`src/hw/icache_consts.svh`:
```
`ifndef ICACHE_CONSTS_SVH
`define ICACHE_CONSTS_SVH

// Fetch and Wishbone address width.
`define ICACHE_ADDR_W 32

// Associativity.
`define ICACHE_WAYS 4

// 64 sets.
`define ICACHE_INDEX_W 6

// Word position inside a line.
`define ICACHE_WORD_SEL_W 2

`define ICACHE_LINE_WORDS 4

// 16-byte lines.
`define ICACHE_LINE_W 128

// Address bits above index, word select and byte offset.
`define ICACHE_TAG_W 22

`endif

```
`src/hw/icache_out.sv`:
```
`timescale 1ns/100ps
`include "icache_consts.svh"

module icache_out (
	input logic clk,
	input logic rst,
	input logic [`ICACHE_LINE_W-1:0] rd_line0,
	input logic [`ICACHE_LINE_W-1:0] rd_line1,
	input logic [`ICACHE_LINE_W-1:0] rd_line2,
	input logic [`ICACHE_LINE_W-1:0] rd_line3,
	input logic [`ICACHE_WAYS-1:0] resp_way_hit,
	input logic [`ICACHE_WORD_SEL_W-1:0] resp_word,
	input logic resp_load,
	input logic resp_hold,
	input logic resp_clear,
	input logic resp_fill_sel,
	output logic inst_valid,
	output logic [31:0] inst
);

	logic [`ICACHE_WAYS-1:0] way_sel;
	logic [`ICACHE_LINE_W-1:0] sel_line;

	// A fill names its way directly; a lookup keeps the lowest hitting way.
	assign way_sel = resp_fill_sel ? resp_way_hit
		: (resp_way_hit & (~resp_way_hit + 1'b1));

	assign sel_line = ({`ICACHE_LINE_W{way_sel[0]}} & rd_line0) |
		({`ICACHE_LINE_W{way_sel[1]}} & rd_line1) |
		({`ICACHE_LINE_W{way_sel[2]}} & rd_line2) |
		({`ICACHE_LINE_W{way_sel[3]}} & rd_line3);

	assign inst = sel_line[32*resp_word +: 32];

	always_ff @(posedge clk) begin
		if (rst) begin
			inst_valid <= 1'b0;
		end else if (resp_hold) begin
			inst_valid <= inst_valid; // Decode stalled.
		end else if (resp_clear) begin
			inst_valid <= 1'b0;
		end else begin
			inst_valid <= resp_load;
		end
	end

endmodule

```
`config.mk`:
```
export PLATFORM = sky130hd
export DESIGN_NAME = icache_out
export DESIGN_NICKNAME = d
export VERILOG_FILES = /design/src/hw/icache_out.sv
export VERILOG_INCLUDE_DIRS = /design/src /design/src/hw
export SDC_FILE = /design/constraint.sdc
export NUM_CORES = 1
export LEC_CHECK = 0
export BUFFER_PORTS_ARGS = -buffer_cell sky130_fd_sc_hd__buf_2
export CORE_AREA = 3 3 216 218
export CTS_CLUSTER_SIZE = 28
export DETAILED_ROUTE_END_ITERATION = 10
export DIE_AREA = 0 0 219 221
export GPL_ROUTABILITY_DRIVEN = 0
export PLACE_DENSITY = 0.43
export SLEW_MARGIN = 5
export SYNTH_ARGS = -nofsm -noshare
export SYNTH_HDL_FRONTEND = slang
export SYNTH_SLANG_ARGS = --single-unit
```
`constraint.sdc`:
```
create_clock -name clk -period 2.2 [get_ports clk]
set_input_delay 0.44 -clock clk [delete_from_list [all_inputs] [get_ports clk]]
set_output_delay 0.44 -clock clk [all_outputs]
set_load 0.02 [all_outputs]
```
==> results of run 1 <==
[power by group through the flow]
stage | clock, mW | combinational [mW] | sequential (mW)
2_1_floorplan | 0 | 0.701 | 0.0204
3_3_place_gp | 0 | 1.70 | 0.0196
3_5_place_dp | 0 | 1.71 | 0.0196
4_1_cts | 0 | 2.20 | 0.0196
5_1_grt | 0.000000365 | 2.47 | 0.0197
6_report | 0.000000427 | 2.32 | 0.0196
[worst max-delay path by stage]
stage,from,endpoint,cells past startpoint
4_1_cts,resp_way_hit[1],inst[29],10
2_1_floorplan,resp_way_hit[0],inst[10],7
5_1_grt,resp_way_hit[1],inst[1],10
6_report,resp_way_hit[1],inst[30],10
3_5_place_dp,resp_way_hit[0],inst[9],10
3_3_place_gp,resp_way_hit[0],inst[9],10
[repair_timing]
item                                    CTS  global route
setup buffers                            25             7
hold buffers                              0             0
resized for setup                       224            74
pin swaps                                58            41
endpoints found under the setup margin   32            32
gates cloned                              8             2
[area by class of cell]
| class | instances | share of cell area, % |
|---|---|---|
| timing repair buffer | 693 | 46.7 |
| multi-input combinational | 553 | 45.2 |
| tap | 600 | 7.59 |
| sequential | 1 | 0.203 |
| antenna | 7 | 0.177 |
| inverter | 1 | 0.0633 |
[cell families (layout without fill, tap and decap cells)]
group                  after synthesis  count (layout)  synth area share, %
AO/OA/AOI/OAI                      260             261                 60.0
AND/OR/NAND/NOR                    292             292                 30.2
other                                0               7                    0
flip-flops                           1               1                0.549
buffers and inverters               78             694                 9.29
[critical path: cells and delay by family]
family	cells	cell delay (ns)
buffers and inverters	5	0.68
AO/OA/AOI/OAI	4	0.82
AND/OR/NAND/NOR	1	0.05
[cells in the mapped netlist, drive strengths merged]
master  instances  area (um2)
nor2            2        7.51
a21boi          1        7.51
o21a            2        15.0
a21oi           1        5.00
buf            40         196
clkbuf         37         139
a32oi          32         280
nor3b           1        7.51
nand2         288        1080
a21o           64         480
inv             1        3.75
dfxtp           1        20.0
a221oi        160        1400
nor3            1        5.00
[routing by layer]
layer,share of wire (%),track usage [%],vias to the layer above
li1,-,-,3733
met2,48,25.3,554
met5,0.031,0,-
met3,7.5,1.95,100
met4,5.9,7.65,2
met1,38,16.4,3870
==> run_summary.xml, run 1 <==
<?xml version="1.0" encoding="UTF-8"?>
<metrics>
  <group name="run_status">
    <metric name="run_status" unit="">finished with violations</metric>
    <metric name="violations" unit="">negative setup slack</metric>
  </group>
  <group name="detailed_routing">
    <metric name="detail_route.first_pass.iterations" unit="">5</metric>
    <metric name="routedWlPerCell" unit="um">20.9</metric>
    <metric name="route.final.wire_length" unit="um">38800</metric>
    <metric name="via_per_inst" unit="">4.45</metric>
    <metric name="dr.first_iter.drc_count" unit="">415</metric>
    <metric name="route.antenna.remaining_nets" unit="">0</metric>
    <metric name="post-route-drc-count" unit="">0</metric>
    <metric name="detailroute.via_count" unit="">8259</metric>
  </group>
  <group name="flow_run">
    <metric name="max_cap_viol_count" unit="">0</metric>
  </group>
  <group name="floorplan">
    <metric name="die_width" unit="um">219</metric>
    <metric name="die_area" unit="um2">48400</metric>
    <metric name="die_h" unit="um">221</metric>
    <metric name="core" unit="um2">45100</metric>
    <metric name="top_level_ports" unit="">557</metric>
    <metric name="std_cell_rows" unit="">78</metric>
    <metric name="floorplan.initialDensity" unit="%">8.09</metric>
  </group>
  <group name="timing">
    <metric name="max_freq" unit="MHz">407</metric>
    <metric name="finClkSkew" unit="ns">0</metric>
    <metric name="timing.final.ws_setup" unit="ns">-0.260</metric>
    <metric name="relSlewSlack" unit="%">62.1</metric>
    <metric name="period_needed" unit="ns">2.46</metric>
    <metric name="final_min_period_over_clock_period" unit="%">112</metric>
    <metric name="grt_setup_unrepaired" unit="">true</metric>
    <metric name="final-hold-violation-count" unit="">0</metric>
    <metric name="worst_slew_pin_slew" unit="ns">0.569</metric>
    <metric name="total_negative_setup_slacks" unit="ns">-6.15</metric>
    <metric name="hold_ws" unit="ns">0.493</metric>
    <metric name="setup_violations" unit="">32</metric>
    <metric name="slew_violations" unit="">0</metric>
  </group>
  <group name="global_routing">
    <metric name="globalRouteOverflowTotal" unit="">0</metric>
    <metric name="grt_start_max_net_pins" unit="">52</metric>
    <metric name="grt_antenna_before_repair" unit="">16</metric>
    <metric name="via_count_of_the_first_global_routing_pass" unit="">8416</metric>
    <metric name="global_route.usage.total" unit="%">14.2</metric>
    <metric name="grt_pass1_wl" unit="um">52200</metric>
  </group>
  <group name="final_layout">
    <metric name="layoutNonFillerInstCount" unit="">1855</metric>
    <metric name="nNetsFinal" unit="">1774</metric>
    <metric name="area.growth.synth_to_final" unit="%">171</metric>
    <metric name="max_flop_register" unit="">inst_valid</metric>
    <metric name="layout_common_cells" unit="">sky130_fd_sc_hd__buf_2, sky130_fd_sc_hd__nand2_1, sky130_fd_sc_hd__a221oi_2</metric>
    <metric name="number_of_flip_flops_in_the_largest_register" unit="">1</metric>
    <metric name="fillers" unit="">5074</metric>
    <metric name="final_util" unit="%">21.9</metric>
    <metric name="top_regs" unit="">inst_valid: 1 flops</metric>
    <metric name="mostFrequentLayoutCell" unit="">sky130_fd_sc_hd__buf_2</metric>
    <metric name="drive_gt1_share" unit="%">66.4</metric>
    <metric name="layout.area.seq" unit="um2">20.0</metric>
    <metric name="multi_input_comb_area" unit="um2">4470</metric>
    <metric name="finish.instance_area" unit="um2">9880</metric>
  </group>
  <group name="power">
    <metric name="power_report.internal_total" unit="mW">1.19</metric>
    <metric name="power_density" unit="nW/um2">237</metric>
    <metric name="peakVddDrop" unit="mV">0.122</metric>
    <metric name="power.total" unit="mW">2.34</metric>
    <metric name="p_sw_share" unit="%">49.3</metric>
    <metric name="power_leakage" unit="nW">4.79</metric>
    <metric name="pwr-share-comb" unit="%">99.2</metric>
    <metric name="pwr-share-seq" unit="%">0.8</metric>
    <metric name="clkPwrFrac" unit="%">0</metric>
    <metric name="power.switching" unit="mW">1.15</metric>
  </group>
  <group name="critical_path">
    <metric name="max_stage_delay" unit="ns">0.31</metric>
    <metric name="worstReg2RegEnd" unit="">inst_valid$_SDFFE_PP0N_</metric>
    <metric name="critical_path_rt" unit="ns">1.76</metric>
    <metric name="critical_path_peak_fanout" unit="">10</metric>
    <metric name="worstPathArrival" unit="ns">2.02</metric>
    <metric name="worstSetupStartpointType" unit="">input port</metric>
    <metric name="crit_type" unit="">input port to primary output</metric>
    <metric name="r2r_cells" unit="">2</metric>
    <metric name="worst_path_most_repeated_cell" unit="">sky130_fd_sc_hd__buf_6</metric>
    <metric name="critical_path.cell_chain" unit="">buf_8 &gt; nor2_4 &gt; o21a_4 &gt; buf_12 &gt; buf_6 &gt; buf_6 &gt; a221oi_1 &gt; a221oi_2 &gt; a21o_1 &gt; buf_4</metric>
    <metric name="r2r-start" unit="">inst_valid$_SDFFE_PP0N_</metric>
    <metric name="critPathCaptureType" unit="">primary output</metric>
    <metric name="critPathSlowestCell" unit="">sky130_fd_sc_hd__a221oi_1</metric>
    <metric name="reg2reg_slack" unit="ns">1.62</metric>
  </group>
  <group name="logic_synthesis">
    <metric name="netlist_cell_types" unit="">15</metric>
    <metric name="synth_fp_nets" unit="">1155</metric>
    <metric name="synth_seq_area_share" unit="%">0.549</metric>
    <metric name="syn-mean-instance-area" unit="um2">5.78</metric>
    <metric name="synthCells" unit="">631</metric>
    <metric name="synth.ff_latch_count" unit="">1</metric>
    <metric name="post_syn_area" unit="um2">3650</metric>
    <metric name="synth_warnings" unit="">0</metric>
  </group>
  <group name="clock_tree">
    <metric name="clock_latency" unit="ns">0</metric>
    <metric name="cts.reportedPaths.clkPinSlew" unit="ns">0</metric>
  </group>
  <group name="worst_hold_path">
    <metric name="worst_hold_path.endpoint" unit="">inst_valid$_SDFFE_PP0N_</metric>
    <metric name="hold_depth" unit="">2</metric>
    <metric name="min-delay-path-class" unit="">flop to flop</metric>
    <metric name="hold_path_start" unit="">inst_valid$_SDFFE_PP0N_</metric>
  </group>
  <group name="placed_design">
    <metric name="place_area" unit="um2">7830</metric>
    <metric name="dp_slack" unit="ns">-0.620</metric>
    <metric name="dpl.hpwl" unit="um">30300</metric>
    <metric name="portBuffers" unit="">556</metric>
    <metric name="dp_cells" unit="">1815</metric>
  </group>
</metrics>
No activity file was read; power rests on OpenSTA's default activity.
==> run 2: changes to the inputs <==
CORE_AREA = 2 2 215 217   (was 3 3 216 218)
DIE_AREA = 0 0 217 219   (was 0 0 219 221)
SKIP_LAST_GASP = 1   (was not set)
clock period = 3 ns   (was 2.2 ns; I/O delays follow)
==> run_summary.xml, run 2 (synthesis gave the netlist of run 1 again) <==
<?xml version="1.0" encoding="UTF-8"?>
<metrics>
  <group name="run_status">
    <metric name="run_status" unit="">finished with violations</metric>
    <metric name="violations" unit="">negative setup slack</metric>
  </group>
  <group name="clock_tree">
    <metric name="cts.reportedPaths.clkPinSlew" unit="ns">0</metric>
    <metric name="clock_latency" unit="ns">0</metric>
    <metric name="holdBufCountCts" unit="">0</metric>
  </group>
  <group name="global_routing">
    <metric name="global_route.usage.total" unit="%">12.7</metric>
    <metric name="via_count_of_the_first_global_routing_pass" unit="">7637</metric>
    <metric name="grt_pass1_wl" unit="um">46000</metric>
    <metric name="globalRouteOverflowTotal" unit="">0</metric>
    <metric name="grt_antenna_before_repair" unit="">4</metric>
    <metric name="grt_start_max_net_pins" unit="">63</metric>
  </group>
  <group name="placed_design">
    <metric name="place_area" unit="um2">7560</metric>
    <metric name="dp_cells" unit="">1774</metric>
    <metric name="dpl.hpwl" unit="um">28200</metric>
    <metric name="portBuffers" unit="">556</metric>
  </group>
  <group name="detailed_routing">
    <metric name="post-route-drc-count" unit="">0</metric>
    <metric name="dr.first_iter.drc_count" unit="">367</metric>
    <metric name="detailroute.via_count" unit="">7713</metric>
    <metric name="route.final.wire_length" unit="um">34300</metric>
    <metric name="detail_route.first_pass.iterations" unit="">5</metric>
    <metric name="via_per_inst" unit="">4.34</metric>
    <metric name="routedWlPerCell" unit="um">19.3</metric>
    <metric name="route.antenna.remaining_nets" unit="">0</metric>
  </group>
  <group name="critical_path">
    <metric name="worstSetupStartpointType" unit="">input port</metric>
    <metric name="max_stage_delay" unit="ns">0.50</metric>
    <metric name="critPathSlowestCell" unit="">sky130_fd_sc_hd__a221oi_1</metric>
    <metric name="worstPathArrival" unit="ns">2.45</metric>
    <metric name="critPathCaptureType" unit="">primary output</metric>
    <metric name="crit_type" unit="">input port to primary output</metric>
    <metric name="critical_path_rt" unit="ns">2.40</metric>
    <metric name="critical_path.cell_chain" unit="">buf_2 &gt; inv_1 &gt; a21boi_4 &gt; buf_4 &gt; buf_12 &gt; clkbuf_16 &gt; a221oi_1 &gt; a221oi_1 &gt; a21o_1 &gt; buf_2</metric>
    <metric name="critical_path_peak_fanout" unit="">29</metric>
  </group>
  <group name="timing">
    <metric name="final-hold-violation-count" unit="">0</metric>
    <metric name="grt_setup_unrepaired" unit="">true</metric>
    <metric name="final_min_period_over_clock_period" unit="%">102</metric>
    <metric name="timing.final.ws_setup" unit="ns">-0.0451</metric>
    <metric name="slew_violations" unit="">0</metric>
    <metric name="finClkSkew" unit="ns">0</metric>
    <metric name="total_negative_setup_slacks" unit="ns">-0.0742</metric>
    <metric name="setup_violations" unit="">4</metric>
    <metric name="period_needed" unit="ns">3.05</metric>
    <metric name="relSlewSlack" unit="%">57.4</metric>
    <metric name="max_freq" unit="MHz">328</metric>
    <metric name="worst_slew_pin_slew" unit="ns">0.640</metric>
  </group>
  <group name="final_layout">
    <metric name="final_util" unit="%">17.3</metric>
    <metric name="finish.instance_area" unit="um2">7790</metric>
    <metric name="area.growth.synth_to_final" unit="%">113</metric>
    <metric name="drive_gt1_share" unit="%">54.6</metric>
    <metric name="layout_common_cells" unit="">sky130_fd_sc_hd__buf_2, sky130_fd_sc_hd__nand2_1, sky130_fd_sc_hd__a221oi_1</metric>
    <metric name="max_flop_register" unit="">inst_valid</metric>
    <metric name="nNetsFinal" unit="">1704</metric>
    <metric name="number_of_flip_flops_in_the_largest_register" unit="">1</metric>
    <metric name="layoutNonFillerInstCount" unit="">1779</metric>
    <metric name="top_regs" unit="">inst_valid: 1 flops</metric>
    <metric name="mostFrequentLayoutCell" unit="">sky130_fd_sc_hd__buf_2</metric>
  </group>
  <group name="floorplan">
    <metric name="core" unit="um2">45100</metric>
    <metric name="floorplan.initialDensity" unit="%">8.09</metric>
    <metric name="die_width" unit="um">217</metric>
    <metric name="std_cell_rows" unit="">78</metric>
    <metric name="top_level_ports" unit="">557</metric>
    <metric name="die_area" unit="um2">47500</metric>
    <metric name="die_h" unit="um">219</metric>
  </group>
  <group name="power">
    <metric name="power_density" unit="nW/um2">164</metric>
    <metric name="power_leakage" unit="nW">3.99</metric>
    <metric name="peakVddDrop" unit="mV">0.0829</metric>
  </group>
  <group name="worst_hold_path">
    <metric name="min-delay-path-class" unit="">flop to flop</metric>
  </group>
  <group name="flow_run">
    <metric name="max_cap_viol_count" unit="">0</metric>
  </group>
</metrics>
run 2: worst paths after layout:
check                          start  slack (ns)  cells past startpoint                 endpoint
max reg2reg  inst_valid$_SDFFE_PP0N_        2.40                      2  inst_valid$_SDFFE_PP0N_
min reg2reg  inst_valid$_SDFFE_PP0N_        0.53                      2  inst_valid$_SDFFE_PP0N_
max                    resp_fill_sel       -0.05                     10                 inst[15]
min          inst_valid$_SDFFE_PP0N_        0.53                      2  inst_valid$_SDFFE_PP0N_
run 2: worst max-delay path: cells and delay by family:
family          cells  cell delay, ns
compound gates      4            0.93
buf+inv             6            0.89
run 2: routing by layer:
layer | routed length [um] | track usage [%] | part of all wire (%) | vias up
met4 | 1370 | 4.91 | 4.0 | 2
met5 | 7 | 0 | 0.020 | -
met3 | 2150 | 1.28 | 6.3 | 50
met2 | 17100 | 23.2 | 50 | 471
li1 | - | - | - | 3567
met1 | 13700 | 15.1 | 40 | 3623
run 2: metrics by stage:
stage	hold WS [ns]	setup slack, ns	total power [mW]
6_report	0.532	-0.0451	1.28
5_1_grt	0.572	-0.0841	1.38
4_1_cts	0.536	-0.0451	1.23
3_5_place_dp	0.533	-0.150	1.22
3_3_place_gp	0.541	-0.137	1.22
2_1_floorplan	0.577	0.599	0.529
run 2: what timing repair did:
action	4_1_cts	5_1_grt
setup buffers	0	4
pin swaps	0	5
endpoints found under the setup margin	6	19
gates cloned	0	2
resized for setup	5	16
run 2: area by class of cell:
cell class	instances	area, um2
diodes	1	2.50
inverters	1	3.75
fillers	5272	37300
flip-flops and latches	1	20.0
well taps	600	751
repair buffers	624	3570
multi-input cells	552	3440
run 2: power by group:
group          leakage, nW  internal (mW)     total, mW  switching [mW]
clock network   0.00000634   0.0000000456  0.0000000456               0
registers          0.00816         0.0141        0.0144        0.000330
logic                 3.98          0.603          1.27           0.663
