$ cat config.mk
export PLATFORM = sky130hd
export DESIGN_NAME = icache_ctrl
export DESIGN_NICKNAME = d
export VERILOG_FILES = /design/src/hw/icache_pkg.sv /design/src/hw/icache_ctrl.sv
export VERILOG_INCLUDE_DIRS = /design/src /design/src/hw
export SDC_FILE = /design/constraint.sdc
export NUM_CORES = 1
export LEC_CHECK = 0
export ABC_AREA = 1
export BUFFER_PORTS_ARGS = -buffer_cell sky130_fd_sc_hd__buf_2
export CAP_MARGIN = 25
export CORE_MARGIN = 3
export CORE_UTILIZATION = 45
export DETAILED_ROUTE_END_ITERATION = 12
export PLACE_DENSITY = 0.74
export SYNTH_ARGS = -nofsm -noshare
export SYNTH_HDL_FRONTEND = slang
export SYNTH_SLANG_ARGS = --single-unit
$ cat constraint.sdc
create_clock -name clk -period 6.3 [get_ports clk]
set_input_delay 1.26 -clock clk [delete_from_list [all_inputs] [get_ports clk]]
set_output_delay 1.26 -clock clk [all_outputs]
set_load 0.01 [all_outputs]
$ cat src/hw/icache_consts.svh
`ifndef ICACHE_CONSTS_SVH
`define ICACHE_CONSTS_SVH

// Fetch and Wishbone address width.
`define ICACHE_ADDR_W 32

// Associativity.
`define ICACHE_WAYS 4

// 64 sets.
`define ICACHE_INDEX_W 6

// Word position inside a line.
`define ICACHE_WORD_SEL_W 2

`define ICACHE_LINE_WORDS 4

// 16-byte lines.
`define ICACHE_LINE_W 128

// Address bits above index, word select and byte offset.
`define ICACHE_TAG_W 22

`endif

$ cat src/hw/icache_pkg.sv
`include "icache_consts.svh"

package icache_pkg;

	// One fetch address, seen either as a bus address or split for lookup.
	typedef union packed {
		logic [`ICACHE_ADDR_W-1:0] raw;
		struct packed {
			logic [`ICACHE_TAG_W-1:0] tag;
			logic [`ICACHE_INDEX_W-1:0] index;
			logic [`ICACHE_WORD_SEL_W-1:0] word;
			logic [1:0] byte_off;
		} f;
	} icache_addr_t;

endpackage

$ cat src/hw/icache_ctrl.sv
`timescale 1ns/100ps
`include "icache_consts.svh"

module icache_ctrl import icache_pkg::*; (
	input logic clk,
	input logic rst,
	input logic fetch_valid,
	input icache_addr_t fetch_addr,
	output logic fetch_ready,
	input logic decode_ready,
	input logic flush,
	input logic [`ICACHE_WAYS-1:0] way_hit,
	output icache_addr_t lookup_addr,
	output logic fill_en,
	output logic [$clog2(`ICACHE_WAYS)-1:0] fill_way,
	output logic [`ICACHE_LINE_W-1:0] fill_line,
	output logic resp_load,
	output logic resp_hold,
	output logic resp_clear,
	output logic [`ICACHE_WAYS-1:0] resp_way_hit,
	output logic [`ICACHE_WORD_SEL_W-1:0] resp_word,
	output logic resp_fill_sel,
	output logic wb_cyc,
	output logic wb_stb,
	output logic wb_we,
	output logic [`ICACHE_ADDR_W-1:0] wb_adr,
	output logic [3:0] wb_sel,
	input logic [31:0] wb_dat_i,
	input logic wb_ack
);

	localparam int WAY_W = $clog2(`ICACHE_WAYS);

	localparam logic [1:0] S_IDLE = 2'd0;
	localparam logic [1:0] S_BEAT = 2'd1; // stb up, waiting for ack.
	localparam logic [1:0] S_GAP = 2'd2;
	localparam logic [1:0] S_FILL = 2'd3; // Line and tag written on the way out.

	logic [1:0] state;
	logic [`ICACHE_WORD_SEL_W-1:0] beat;
	logic [WAY_W-1:0] victim;
	logic [`ICACHE_WAYS-1:0] victim_onehot;
	logic drop;
	icache_addr_t miss_addr;
	icache_addr_t beat_addr;
	logic kill;
	logic lookup_hit;
	logic miss;
	logic fill_deliver;

	assign kill = flush && decode_ready;
	assign lookup_hit = |way_hit;

	// Ways look at the live fetch address, or the missing one during a refill.
	assign lookup_addr = (state == S_IDLE) ? fetch_addr : miss_addr;

	assign miss = (state == S_IDLE) && fetch_valid && !lookup_hit && !kill;

	// The refilled request is answered straight from the fill cycle.
	assign fill_deliver = (state == S_FILL) && !drop && (fetch_addr.raw == miss_addr.raw);

	assign fetch_ready = decode_ready && !flush &&
		(((state == S_IDLE) && lookup_hit) || fill_deliver);

	// Stall and flush rules for the response stage.
	assign resp_load = fetch_valid && fetch_ready;
	assign resp_hold = !decode_ready;
	assign resp_clear = kill;

	assign victim_onehot = {{(`ICACHE_WAYS-1){1'b0}}, 1'b1} << victim;
	assign fill_en = (state == S_FILL);
	assign fill_way = victim;

	assign wb_cyc = (state == S_BEAT) || (state == S_GAP);
	assign wb_stb = (state == S_BEAT);
	assign wb_we = 1'b0;
	assign wb_sel = 4'hf;

	always_comb begin
		beat_addr = miss_addr;
		beat_addr.f.word = beat;
		beat_addr.f.byte_off = 2'b00;
	end

	assign wb_adr = beat_addr.raw;

	always_ff @(posedge clk) begin
		if (rst) begin
			state <= S_IDLE;
			beat <= '0;
			victim <= '0;
			drop <= 1'b0;
		end else begin
			case (state)
				S_IDLE: begin
					if (miss) begin
						state <= S_BEAT;
						beat <= '0;
						drop <= 1'b0;
					end
				end
				S_BEAT: begin
					if (wb_ack) begin
						beat <= beat + 1'b1;
						state <= (beat == '1) ? S_FILL : S_GAP;
					end
				end
				S_GAP: state <= S_BEAT;
				default: begin
					state <= S_IDLE;
					victim <= victim + 1'b1; // Round robin over all sets.
				end
			endcase
			// A flush mid refill still lets the line land.
			if ((state != S_IDLE) && kill) begin
				drop <= 1'b1;
			end
		end
	end

	always_ff @(posedge clk) begin
		if (miss) begin
			miss_addr <= fetch_addr;
		end
		if ((state == S_BEAT) && wb_ack) begin
			fill_line[32*beat +: 32] <= wb_dat_i; // Lowest word first.
		end
	end

	always_ff @(posedge clk) begin
		if (rst) begin
			resp_way_hit <= '0;
			resp_word <= '0;
			resp_fill_sel <= 1'b0;
		end else if (resp_load) begin
			resp_way_hit <= fill_deliver ? victim_onehot : way_hit;
			resp_word <= fetch_addr.f.word;
			resp_fill_sel <= fill_deliver;
		end
	end

endmodule

==> run_results.csv, run 1 <==
group,metric,value,unit
outcome,status,"complete, no violations",
power,switching_share,0.306,
drt,vias,5759,
flow_run,cap_violations,0,
floorplan,rows,47,
worst_setup_path,criticalPathCategory,"reg2out",
global_route,grt_util_all_layers,0.207,
clocking,cts_setup_buffers,0,
drt,wl,20.0,mm
timing,fin_ws,2380,ps
clocking,clock-root-buffer,"clkbuf_16",
timing,setup_viol,0,
timing,worst_slew_pin_slew,1040,ps
global_route,antenna_found_initial,1,
yosys,syn_inst,741,
finish,final_cells,1224,
floorplan,die_area,0.0188,mm2
worst_setup_path,path_cells,"inv_1 > ha_1 > buf_4 > inv_1 > nor2_1 > inv_1 > nand2_4 > nand3_4 > inv_1 > buf_2",
drt,via_per_inst,4.71,
power,p_int,0.00213,W
worst_setup_path,critPathRequiredTime,5040,ps
yosys,yosysTopAreaCellShare,0.622,
yosys,yosys-top-cells-area,"edfxtp_1 62%, nand2_1 6.7%, inv_1 5.2%",
clocking,clk_latency,430,ps
yosys,ys_ff_latch,174,
yosys,yosysTopAreaCell,"edfxtp_1",
floorplan,num_io_pins,287,
finish,fin_area,0.00982,mm2
floorplan,start_util,0.463,
clocking,tritoncts_num_sinks,174,
worst_setup_path,startpoint_type,"flip-flop",
placement,port_buffers,279,
finish,areaGrowthSynthToFinish,27.1,%
global_route,grt_max_degree,56,
finish,finish.net_count,1078,
clocking,cts_buffer_depth,2,
placement,routabilityCongestion,0.829,
finish,multi_input_area,0.00191,mm2
placement,place_ws,2390,ps
finish,drive_above_1_share,0.337,
power,finalPower,0.00307,W
placement,dp_cells,1188,
finish,antenna_cells,0,
yosys,async_reset_ff_frac,0,
timing,fin_worst_skew,9.05,ps
worst_hold_path,hp-class,"reg2reg",
drt,drt_iter0_markers,322,
timing,fmax,0.255,GHz
worst_setup_path,worst_setup_path_end_kind,"output port",
timing,period_share,0.623,
timing,final_hold_viol_count,0,
power,power.switching,0.000940,W
yosys,synth_edf_count,160,
floorplan,fp.dieH,137,um
global_route,grt_pass1_wl,29.5,mm
yosys,yosysSeqAreaShare,0.658,
timing,tns,0,ps
timing,layout_min_cycle_time,3920,ps
clocking,cts_resized,0,
power,p_leak,4.46,nW
yosys,synth-main-ff-cell,"edfxtp_1",
floorplan,core,0.0167,mm2
yosys,avgSynthCellArea,10.4,um2
drt,ant_nets,0,
drt,dr.pass1.iters,4,
yosys,synthMostInstantiatedCell,"edfxtp_1",
timing,relSlewSlack,0.308,
timing,slew_violations,0,
power,powerDensity,313,mW/mm2
global_route,grt_pass1_vias,5376,
power,seq_power_share,0.437,
clocking,cts_tree,"built",
worst_setup_path,critPathMaxFanout,55,
yosys,ys_warn_count,0,
yosys,synth_common_cells,"160 x edfxtp_1, 138 x nand2_1, 107 x inv_1",
finish,regArea,0.00508,mm2
power,ir_drop,0.187,mV
timing,rsz0062_at_grt,"no",
worst_setup_path,cp_common_cell,"inv_1",
yosys,synthesis.area,0.00773,mm2
clocking,clkTransAtPathRegs,70,ps
placement,dp.final_hpwl,13.9,mm
drt,wl_per_cell,16.3,um
floorplan,fp.dieW,137,um
placement,dpl_cell_area,0.00913,mm2
yosys,synth_cell_types,32,
power,clock_power_share,0.351,
worst_setup_path,critical_path_arrival,2660,ps
clocking,cts_hold_buf,0,
clocking,cts_buffers,17,
clocking,htree_levels,4,
worst_setup_path,cp_slowest_cell,"buf_4",
finish,n_fill_cell,1443,
drt,drc_errors,0,
power,combPwrFrac,0.212,
worst_setup_path,slowest_delay,420,ps
global_route,grt_overflow_total,0,
cell families after synthesis:
logic type                 after synthesis  synth area share
DFF                                    174             0.658
buffers and inverters                  174             0.103
and+or+nand+nor                        324             0.178
xor gates and xnor gates                 8           0.00906
AOI/OAI and AO/OA                       46            0.0306
other                                    2          0.000972
adders and majority gates               13            0.0210
registers in the layout (all words and copies together) (netlist names):
| register | cells |
|---|---|
| resp_way_hit | 4 |
| fill_way | 2 |
| fill_line | 128 |
| drop | 1 |
| resp_fill_sel | 1 |
| miss_addr | 32 |
| beat | 2 |
| state | 2 |
| resp_word | 2 |
cell usage in the layout (no fill, tap or decap), types with 2 or more instances in the layout:
master / count
bufinv_16: 2
xnor2_1: 5
clkbuf_16: 17
nor3_1: 66
a21oi_1: 7
inv_8: 2
buf_16: 2
buf_4: 3
nor2_4: 6
clkinv_1: 3
o21ai_0: 33
nand2_2: 3
edfxtp_1: 160
inv_1: 107
inv_2: 5
xor2_1: 3
nand2_1: 138
nand3_4: 2
buf_12: 3
nand3_1: 5
nand4_1: 2
nor2_2: 2
inv_6: 7
nor2_1: 97
conb_1: 7
ha_1: 13
dfxtp_1: 14
buf_2: 279
o21ai_1: 3
final timing paths:
check	start	slack, ps	depth (start not counted)	to
max	state[1]	2380	10	resp_load
min reg2reg	resp_word[0]	520	4	resp_word[0]
min	resp_word[0]	520	4	resp_word[0]
max reg2reg	beat[0]	3110	6	fill_line[31]
worst max-delay path, delay by kind of cell, from the launching register on:
| family | cells | cell delay, ps |
|---|---|---|
| adder cells (fa/ha/maj) | 1 | 140 |
| buffers and inverters | 6 | 1230 |
| flip-flops | 1 | 350 |
| AND/OR/NAND/NOR | 3 | 480 |
metrics by stage:
step	util	hold slack, ps
5_1_grt	0.588	549
3_5_place_dp	0.547	507
6_report	0.588	519
2_1_floorplan	-	472
4_1_cts	0.582	519
3_3_place_gp	0.545	496
power by group through the flow:
stage / clock network, W / logic [W] / registers, W
floorplan: 0 / 0.000370 / 0.00138
global placement: 0 / 0.000642 / 0.00137
detailed placement: 0 / 0.000657 / 0.00137
CTS: 0.00109 / 0.000660 / 0.00134
global route: 0.00114 / 0.000728 / 0.00135
finish: 0.00108 / 0.000653 / 0.00134
final cells by class:
| class | instances | share of cell area |
|---|---|---|
| flip-flops and latches | 174 | 0.518 |
| multi-input cells | 398 | 0.194 |
| repair buffers | 287 | 0.156 |
| clock buffers | 17 | 0.0433 |
| inverters | 113 | 0.0432 |
| well taps | 220 | 0.0280 |
| clock inverters | 15 | 0.0176 |
per-layer routing:
layer / GRT usage / up-vias / part of all wire
met2: 0.337 / 203 / 0.50
met3: 0.0500 / 34 / 0.062
met1: 0.268 / 2665 / 0.41
met5: 0 / - / 0.00035
li1: - / 2855 / -
met4: 0.0820 / 2 / 0.026
Note: power is estimated with default switching activity, not from simulation.
==> run 2, diff against run 1 <==
- ABC_AREA: 1 -> 0
- clock period: 6.3 -> 3.98 ns (I/O delays scaled with it)
==> run 2 against run 1 <==
  * Synthesized cell count decreased by 28%
  * Power increased by 51%
  * Worst setup slack got worse by 1600 ps
  * Wire length decreased by 8.6%
  * Critical path type unchanged
  * Critical endpoint is now fetch_ready
==> run_results.csv, run 2 <==
group,metric,value,unit
outcome,status,"complete, no violations",
timing,rsz0062_at_grt,"no",
clocking,tritoncts_num_sinks,174,
clocking,clkTransAtPathRegs,70,ps
worst_setup_path,startpoint_type,"flip-flop",
finish,reg_top3,"fill_line x128, miss_addr x32, resp_way_hit x4",
timing,relSlewSlack,0.426,
clocking,htree_levels,4,
worst_setup_path,slowest_delay,390,ps
floorplan,fp.dieH,136,um
timing,fmax,0.309,GHz
yosys,yosysTopAreaCellShare,0.630,
power,powerDensity,482,mW/mm2
clocking,cts_resized,0,
clocking,cts_buffers,17,
global_route,grt_pass1_wl,27.2,mm
yosys,avgSynthCellArea,14.3,um2
timing,final_hold_viol_count,0,
global_route,grt_util_all_layers,0.195,
worst_setup_path,cp_slowest_cell,"dfxtp_1",
yosys,synth_top_family_by_area,"simple AND/OR/NAND/NOR gates",
floorplan,fp.dieW,136,um
timing,period_share,0.813,
finish,largest_reg_flops,128,
drt,wl,18.3,mm
timing,layout_min_cycle_time,3240,ps
worst_setup_path,criticalPathCategory,"reg2out",
clocking,cts_buffer_depth,2,
floorplan,num_io_pins,287,
power,ir_drop,0.276,mV
worst_setup_path,worst_setup_path_end_kind,"output port",
global_route,antenna_found_initial,0,
timing,fin_worst_skew,15.3,ps
finish,antenna_cells,0,
yosys,synth-main-ff-cell,"edfxtp_1",
drt,ant_nets,0,
clocking,cts_setup_buffers,0,
timing,setup_viol,0,
yosys,synthMostInstantiatedCell,"edfxtp_1",
timing,tns,0,ps
placement,dp.final_hpwl,13.0,mm
finish,final_cell_mix,"279 x buf_2, 160 x edfxtp_1, 128 x and2_1",
yosys,ys_warn_count,0,
clocking,cts_tree,"built",
yosys,synth_fa_ha_area_frac,0.0213,
worst_setup_path,critPathRequiredTime,3180,ps
global_route,grt_overflow_total,0,
drt,drt_iter0_markers,236,
yosys,synth_cell_types,39,
worst_setup_path,critPathMaxFanout,7,
worst_hold_path,hp-class,"reg2reg",
finish,drive_above_1_share,0.452,
global_route,grt_pass1_vias,5016,
yosys,synth_common_cells,"160 x edfxtp_1, 128 x and2_1, 35 x buf_4",
finish,areaGrowthSynthToFinish,26.5,%
yosys,yosysSeqAreaShare,0.667,
yosys,synthMuxAreaShare,0.0510,
finish,largest_register,"fill_line",
timing,slew_violations,0,
placement,place_ws,879,ps
yosys,synth-xor-area-share,0.0356,
drt,drc_errors,0,
yosys,synthesis.area,0.00762,mm2
drt,vias,5046,
yosys,synth_compound_area_frac,0.0287,
floorplan,rows,46,
timing,worst_slew_pin_slew,861,ps
global_route,grt_max_degree,38,
floorplan,die_area,0.0185,mm2
timing,fin_ws,744,ps
clocking,clk_latency,420,ps
finish,final_common_cell,"buf_2",
yosys,yosysTopAreaCell,"edfxtp_1",
yosys,syn_inst,532,
yosys,async_reset_ff_frac,0,
power,p_leak,4.06,nW
drt,wl_per_cell,17.9,um
clocking,clock-root-buffer,"clkbuf_16",
drt,dr.pass1.iters,5,
yosys,ys_ff_latch,174,
drt,via_per_inst,4.95,
yosys,yosys-top-cells-area,"edfxtp_1 63%, and2_1 11%, mux2_2 4.6%",
flow_run,cap_violations,0,
placement,port_buffers,279,
worst_setup_path,critical_path_arrival,2440,ps
floorplan,start_util,0.470,
yosys,synth_edf_count,160,
floorplan,core,0.0162,mm2
placement,routabilityCongestion,0.914,
clocking,cts_hold_buf,0,
finish,finish.net_count,877,
yosys,synth-simple-area-share,0.145,
worst_setup_path,path_cells,"ha_1 > inv_2 > a211o_1 > a2111oi_4 > nand4_4 > a211oi_1 > buf_2",
[run 2: where the power goes]
part / internal [W] / total (W) / switching (W)
registers: 0.00207 / 0.00210 / 0.0000321
logic: 0.000421 / 0.000949 / 0.000528
clock network: 0.000837 / 0.00160 / 0.000761
total: 0.00333 / 0.00465 / 0.00132
[run 2: area by class of cell]
type	instances	area, um2
Multi-Input combinational cell	296	2200
Tap cell	216	270
Clock buffer	18	429
Inverter	13	48.8
Sequential cell	174	5080
Fill cell	1296	6590
Clock inverter	14	148
Timing Repair Buffer	288	1460
[run 2: layer usage]
layer | GRT usage | vias up | wire length (um)
met1 | 0.238 | 2430 | 7260
met5 | 0 | - | 0
li1 | - | 2347 | -
met2 | 0.333 | 257 | 9290
met4 | 0.0627 | 0 | 123
met3 | 0.0551 | 12 | 1570
[run 2: cell families (layout without fill, tap and decap cells)]
group,after synthesis,in the layout
XOR/XNOR,31,31
adder cells (fa/ha/maj),13,13
AND/OR/NAND/NOR,180,180
buffers and inverters,67,333
other,2,7
multiplexers,35,35
flip-flops,174,174
AO/OA/AOI/OAI,30,30
[run 2: through the flow]
stage	hold slack [ps]	power (W)	cells	area, um2	util
floorplan	484	0.00275	537	7640	-
global placement	461	0.00308	987	9060	0.559
detailed placement	474	0.00310	987	9060	0.559
CTS	493	0.00470	1019	9640	0.594
global route	501	0.00485	1019	9640	0.594
finish	492	0.00465	1019	9640	0.594
[run 2: critical path: cells and delay by family (launching register included)]
family | cells | cell delay, ps
adder cells (fa/ha/maj) | 1 | 340
buffers and inverters | 2 | 220
AO/OA/AOI/OAI | 3 | 860
AND/OR/NAND/NOR | 1 | 210
flip-flops | 1 | 390
[run 2: worst paths after layout]
check | from | endpoint | slack [ps] | depth (start not counted)
max | state[0] | fetch_ready | 740 | 7
min reg2reg | resp_word[0] | resp_word[0] | 490 | 2
min | resp_word[0] | resp_word[0] | 490 | 2
max reg2reg | beat[0] | fill_line[75] | 1660 | 5
==> run 3, diff against run 2 <==
- clock period: 3.98 -> 3.1 ns (I/O delays scaled with it)
==> run 3 against run 2 <==
  * First-iteration DRC count fell by 25%
  * Combinational power rose by 30%
  * Sequential share of layout area decreased by 0.17 points
  * Wire length barely moved
  * Non-clock buffer count unchanged
  * Power rose by 28%
  * Hold slack worse by 84 ps
  * Via count down 0.52%
  * Critical path type unchanged
  * Critical endpoint unchanged
  * Largest cell class unchanged
==> run_results.csv, run 3 (synthesis results as in run 2) <==
group,metric,value,unit
outcome,status,"complete, no violations",
worst_hold_path,hp-class,"in2reg",
timing,worst_slew_pin_slew,815,ps
drt,wl_per_cell,17.9,um
finish,final_common_cell,"buf_2",
power,combPwrFrac,0.206,
placement,routabilityCongestion,0.898,
worst_setup_path,criticalPathCategory,"reg2out",
worst_setup_path,path_buf_inv,2,
timing,final_hold_viol_count,0,
clocking,clk_latency,420,ps
timing,period_share,0.952,
timing,fin_worst_skew,10.1,ps
clocking,cts_resized,1,
floorplan,fp.dieW,136,um
worst_setup_path,critical_path_arrival,2330,ps
clocking,cts_buffers,17,
clocking,clock-root-buffer,"clkbuf_16",
placement,dp.final_hpwl,13.2,mm
floorplan,rows,46,
clocking,htree_levels,4,
timing,fmax,0.339,GHz
worst_setup_path,critPathMaxFanout,7,
drt,ant_nets,0,
finish,largest_reg_flops,128,
power,switching_share,0.283,
clocking,cts_buffer_depth,2,
clocking,cts_setup_buffers,0,
clocking,tritoncts_num_sinks,174,
clocking,cts_hold_buf,0,
floorplan,num_io_pins,287,
timing,relSlewSlack,0.457,
timing,rsz0062_at_grt,"no",
drt,wl,18.2,mm
floorplan,core,0.0162,mm2
power,clock_power_share,0.340,
drt,drt_iter0_markers,178,
timing,slew_violations,0,
global_route,grt_pass1_vias,4985,
power,powerDensity,616,mW/mm2
global_route,grt_util_all_layers,0.193,
drt,via_per_inst,4.92,
timing,setup_viol,0,
finish,final_cells,1020,
power,power.switching,0.00168,W
floorplan,start_util,0.470,
worst_setup_path,path_cells,"ha_4 > inv_2 > a211o_1 > a2111oi_4 > nand4_4 > a211oi_1 > buf_2",
power,p_int,0.00428,W
worst_setup_path,cp_slowest_cell,"dfxtp_1",
placement,dp_cells,987,
global_route,grt_max_degree,38,
finish,reg_top3,"fill_line x128, miss_addr x32, resp_way_hit x4",
flow_run,cap_violations,0,
global_route,grt_overflow_total,0,
finish,largest_register,"fill_line",
worst_setup_path,startpoint_type,"flip-flop",
global_route,antenna_found_initial,1,
power,p_leak,4.07,nW
drt,vias,5020,
power,seq_power_share,0.454,
global_route,grt_pass1_wl,27.1,mm
timing,tns,0,ps
placement,port_buffers,279,
worst_setup_path,slowest_delay,420,ps
clocking,cts_tree,"built",
finish,drive_above_1_share,0.455,
finish,areaGrowthSynthToFinish,26.9,%
drt,drc_errors,0,
worst_setup_path,worst_setup_path_end_kind,"output port",
power,ir_drop,0.352,mV
worst_setup_path,crit_family,"compound AO/OA/AOI/OAI gates",
finish,finish.net_count,877,
floorplan,fp.dieH,136,um
finish,final_cell_mix,"279 x buf_2, 160 x edfxtp_1, 128 x and2_1",
floorplan,die_area,0.0185,mm2
worst_setup_path,critPathRequiredTime,2480,ps
timing,layout_min_cycle_time,2950,ps
clocking,clkTransAtPathRegs,70,ps
drt,dr.pass1.iters,5,
==> run 3: layout make-up <==
cell class / instances / area, um2
Antenna cell: 1 / 2.50
Clock buffer: 17 / 425
Clock inverter: 15 / 144
Fill cell: 1300 / 6560
Inverter: 13 / 48.8
Multi-Input combinational cell: 296 / 2210
Sequential cell: 174 / 5090
Tap cell: 216 / 270
Timing Repair Buffer: 288 / 1490
==> run 3: power groups by stage <==
stage / combinational, W / clock, W / sequential (W)
6_report: 0.00123 / 0.00202 / 0.00271
5_1_grt: 0.00133 / 0.00217 / 0.00271
4_1_cts: 0.00124 / 0.00205 / 0.00270
3_5_place_dp: 0.00124 / 0 / 0.00275
3_3_place_gp: 0.00121 / 0 / 0.00275
2_1_floorplan: 0.000754 / 0 / 0.00278
==> run 3: per-stage QoR <==
step / worst slack [ps] / power, W / hold WS [ps] / instance area, um2 / util
after global routing: 25.1 / 0.00622 / 385 / 9680 / 0.596
after CTS: 52.1 / 0.00600 / 390 / 9660 / 0.595
after floorplan: 630 / 0.00353 / 484 / 7640 / -
final: 148 / 0.00596 / 407 / 9680 / 0.596
after detailed placement: 306 / 0.00399 / 468 / 9090 / 0.560
after global placement: 349 / 0.00396 / 461 / 9090 / 0.560
==> run 3: worst register-to-register path, cell delays in order (launching register included) <==
cell	delay, ps
dfxtp_1	470
inv_1	200
ha_1	410
nor3b_2	560
buf_4	380
and2_1	180
==> run 3: routing by layer <==
layer	GRT usage	wire length (um)
met4	0.0543	218
met1	0.238	7300
met5	0	0
met3	0.0526	1550
met2	0.334	9160
==> run 3: path summary, 6_finish.rpt <==
kind / start / endpoint / slack, ps / cells past startpoint
worst min-delay path: fetch_addr[12] / miss_addr[12] / 410 / 1
worst min register to register: resp_word[0] / resp_word[0] / 490 / 2
worst max-delay path: state[1] / fetch_ready / 150 / 7
worst max register to register: beat[0] / fill_line[72] / 780 / 5
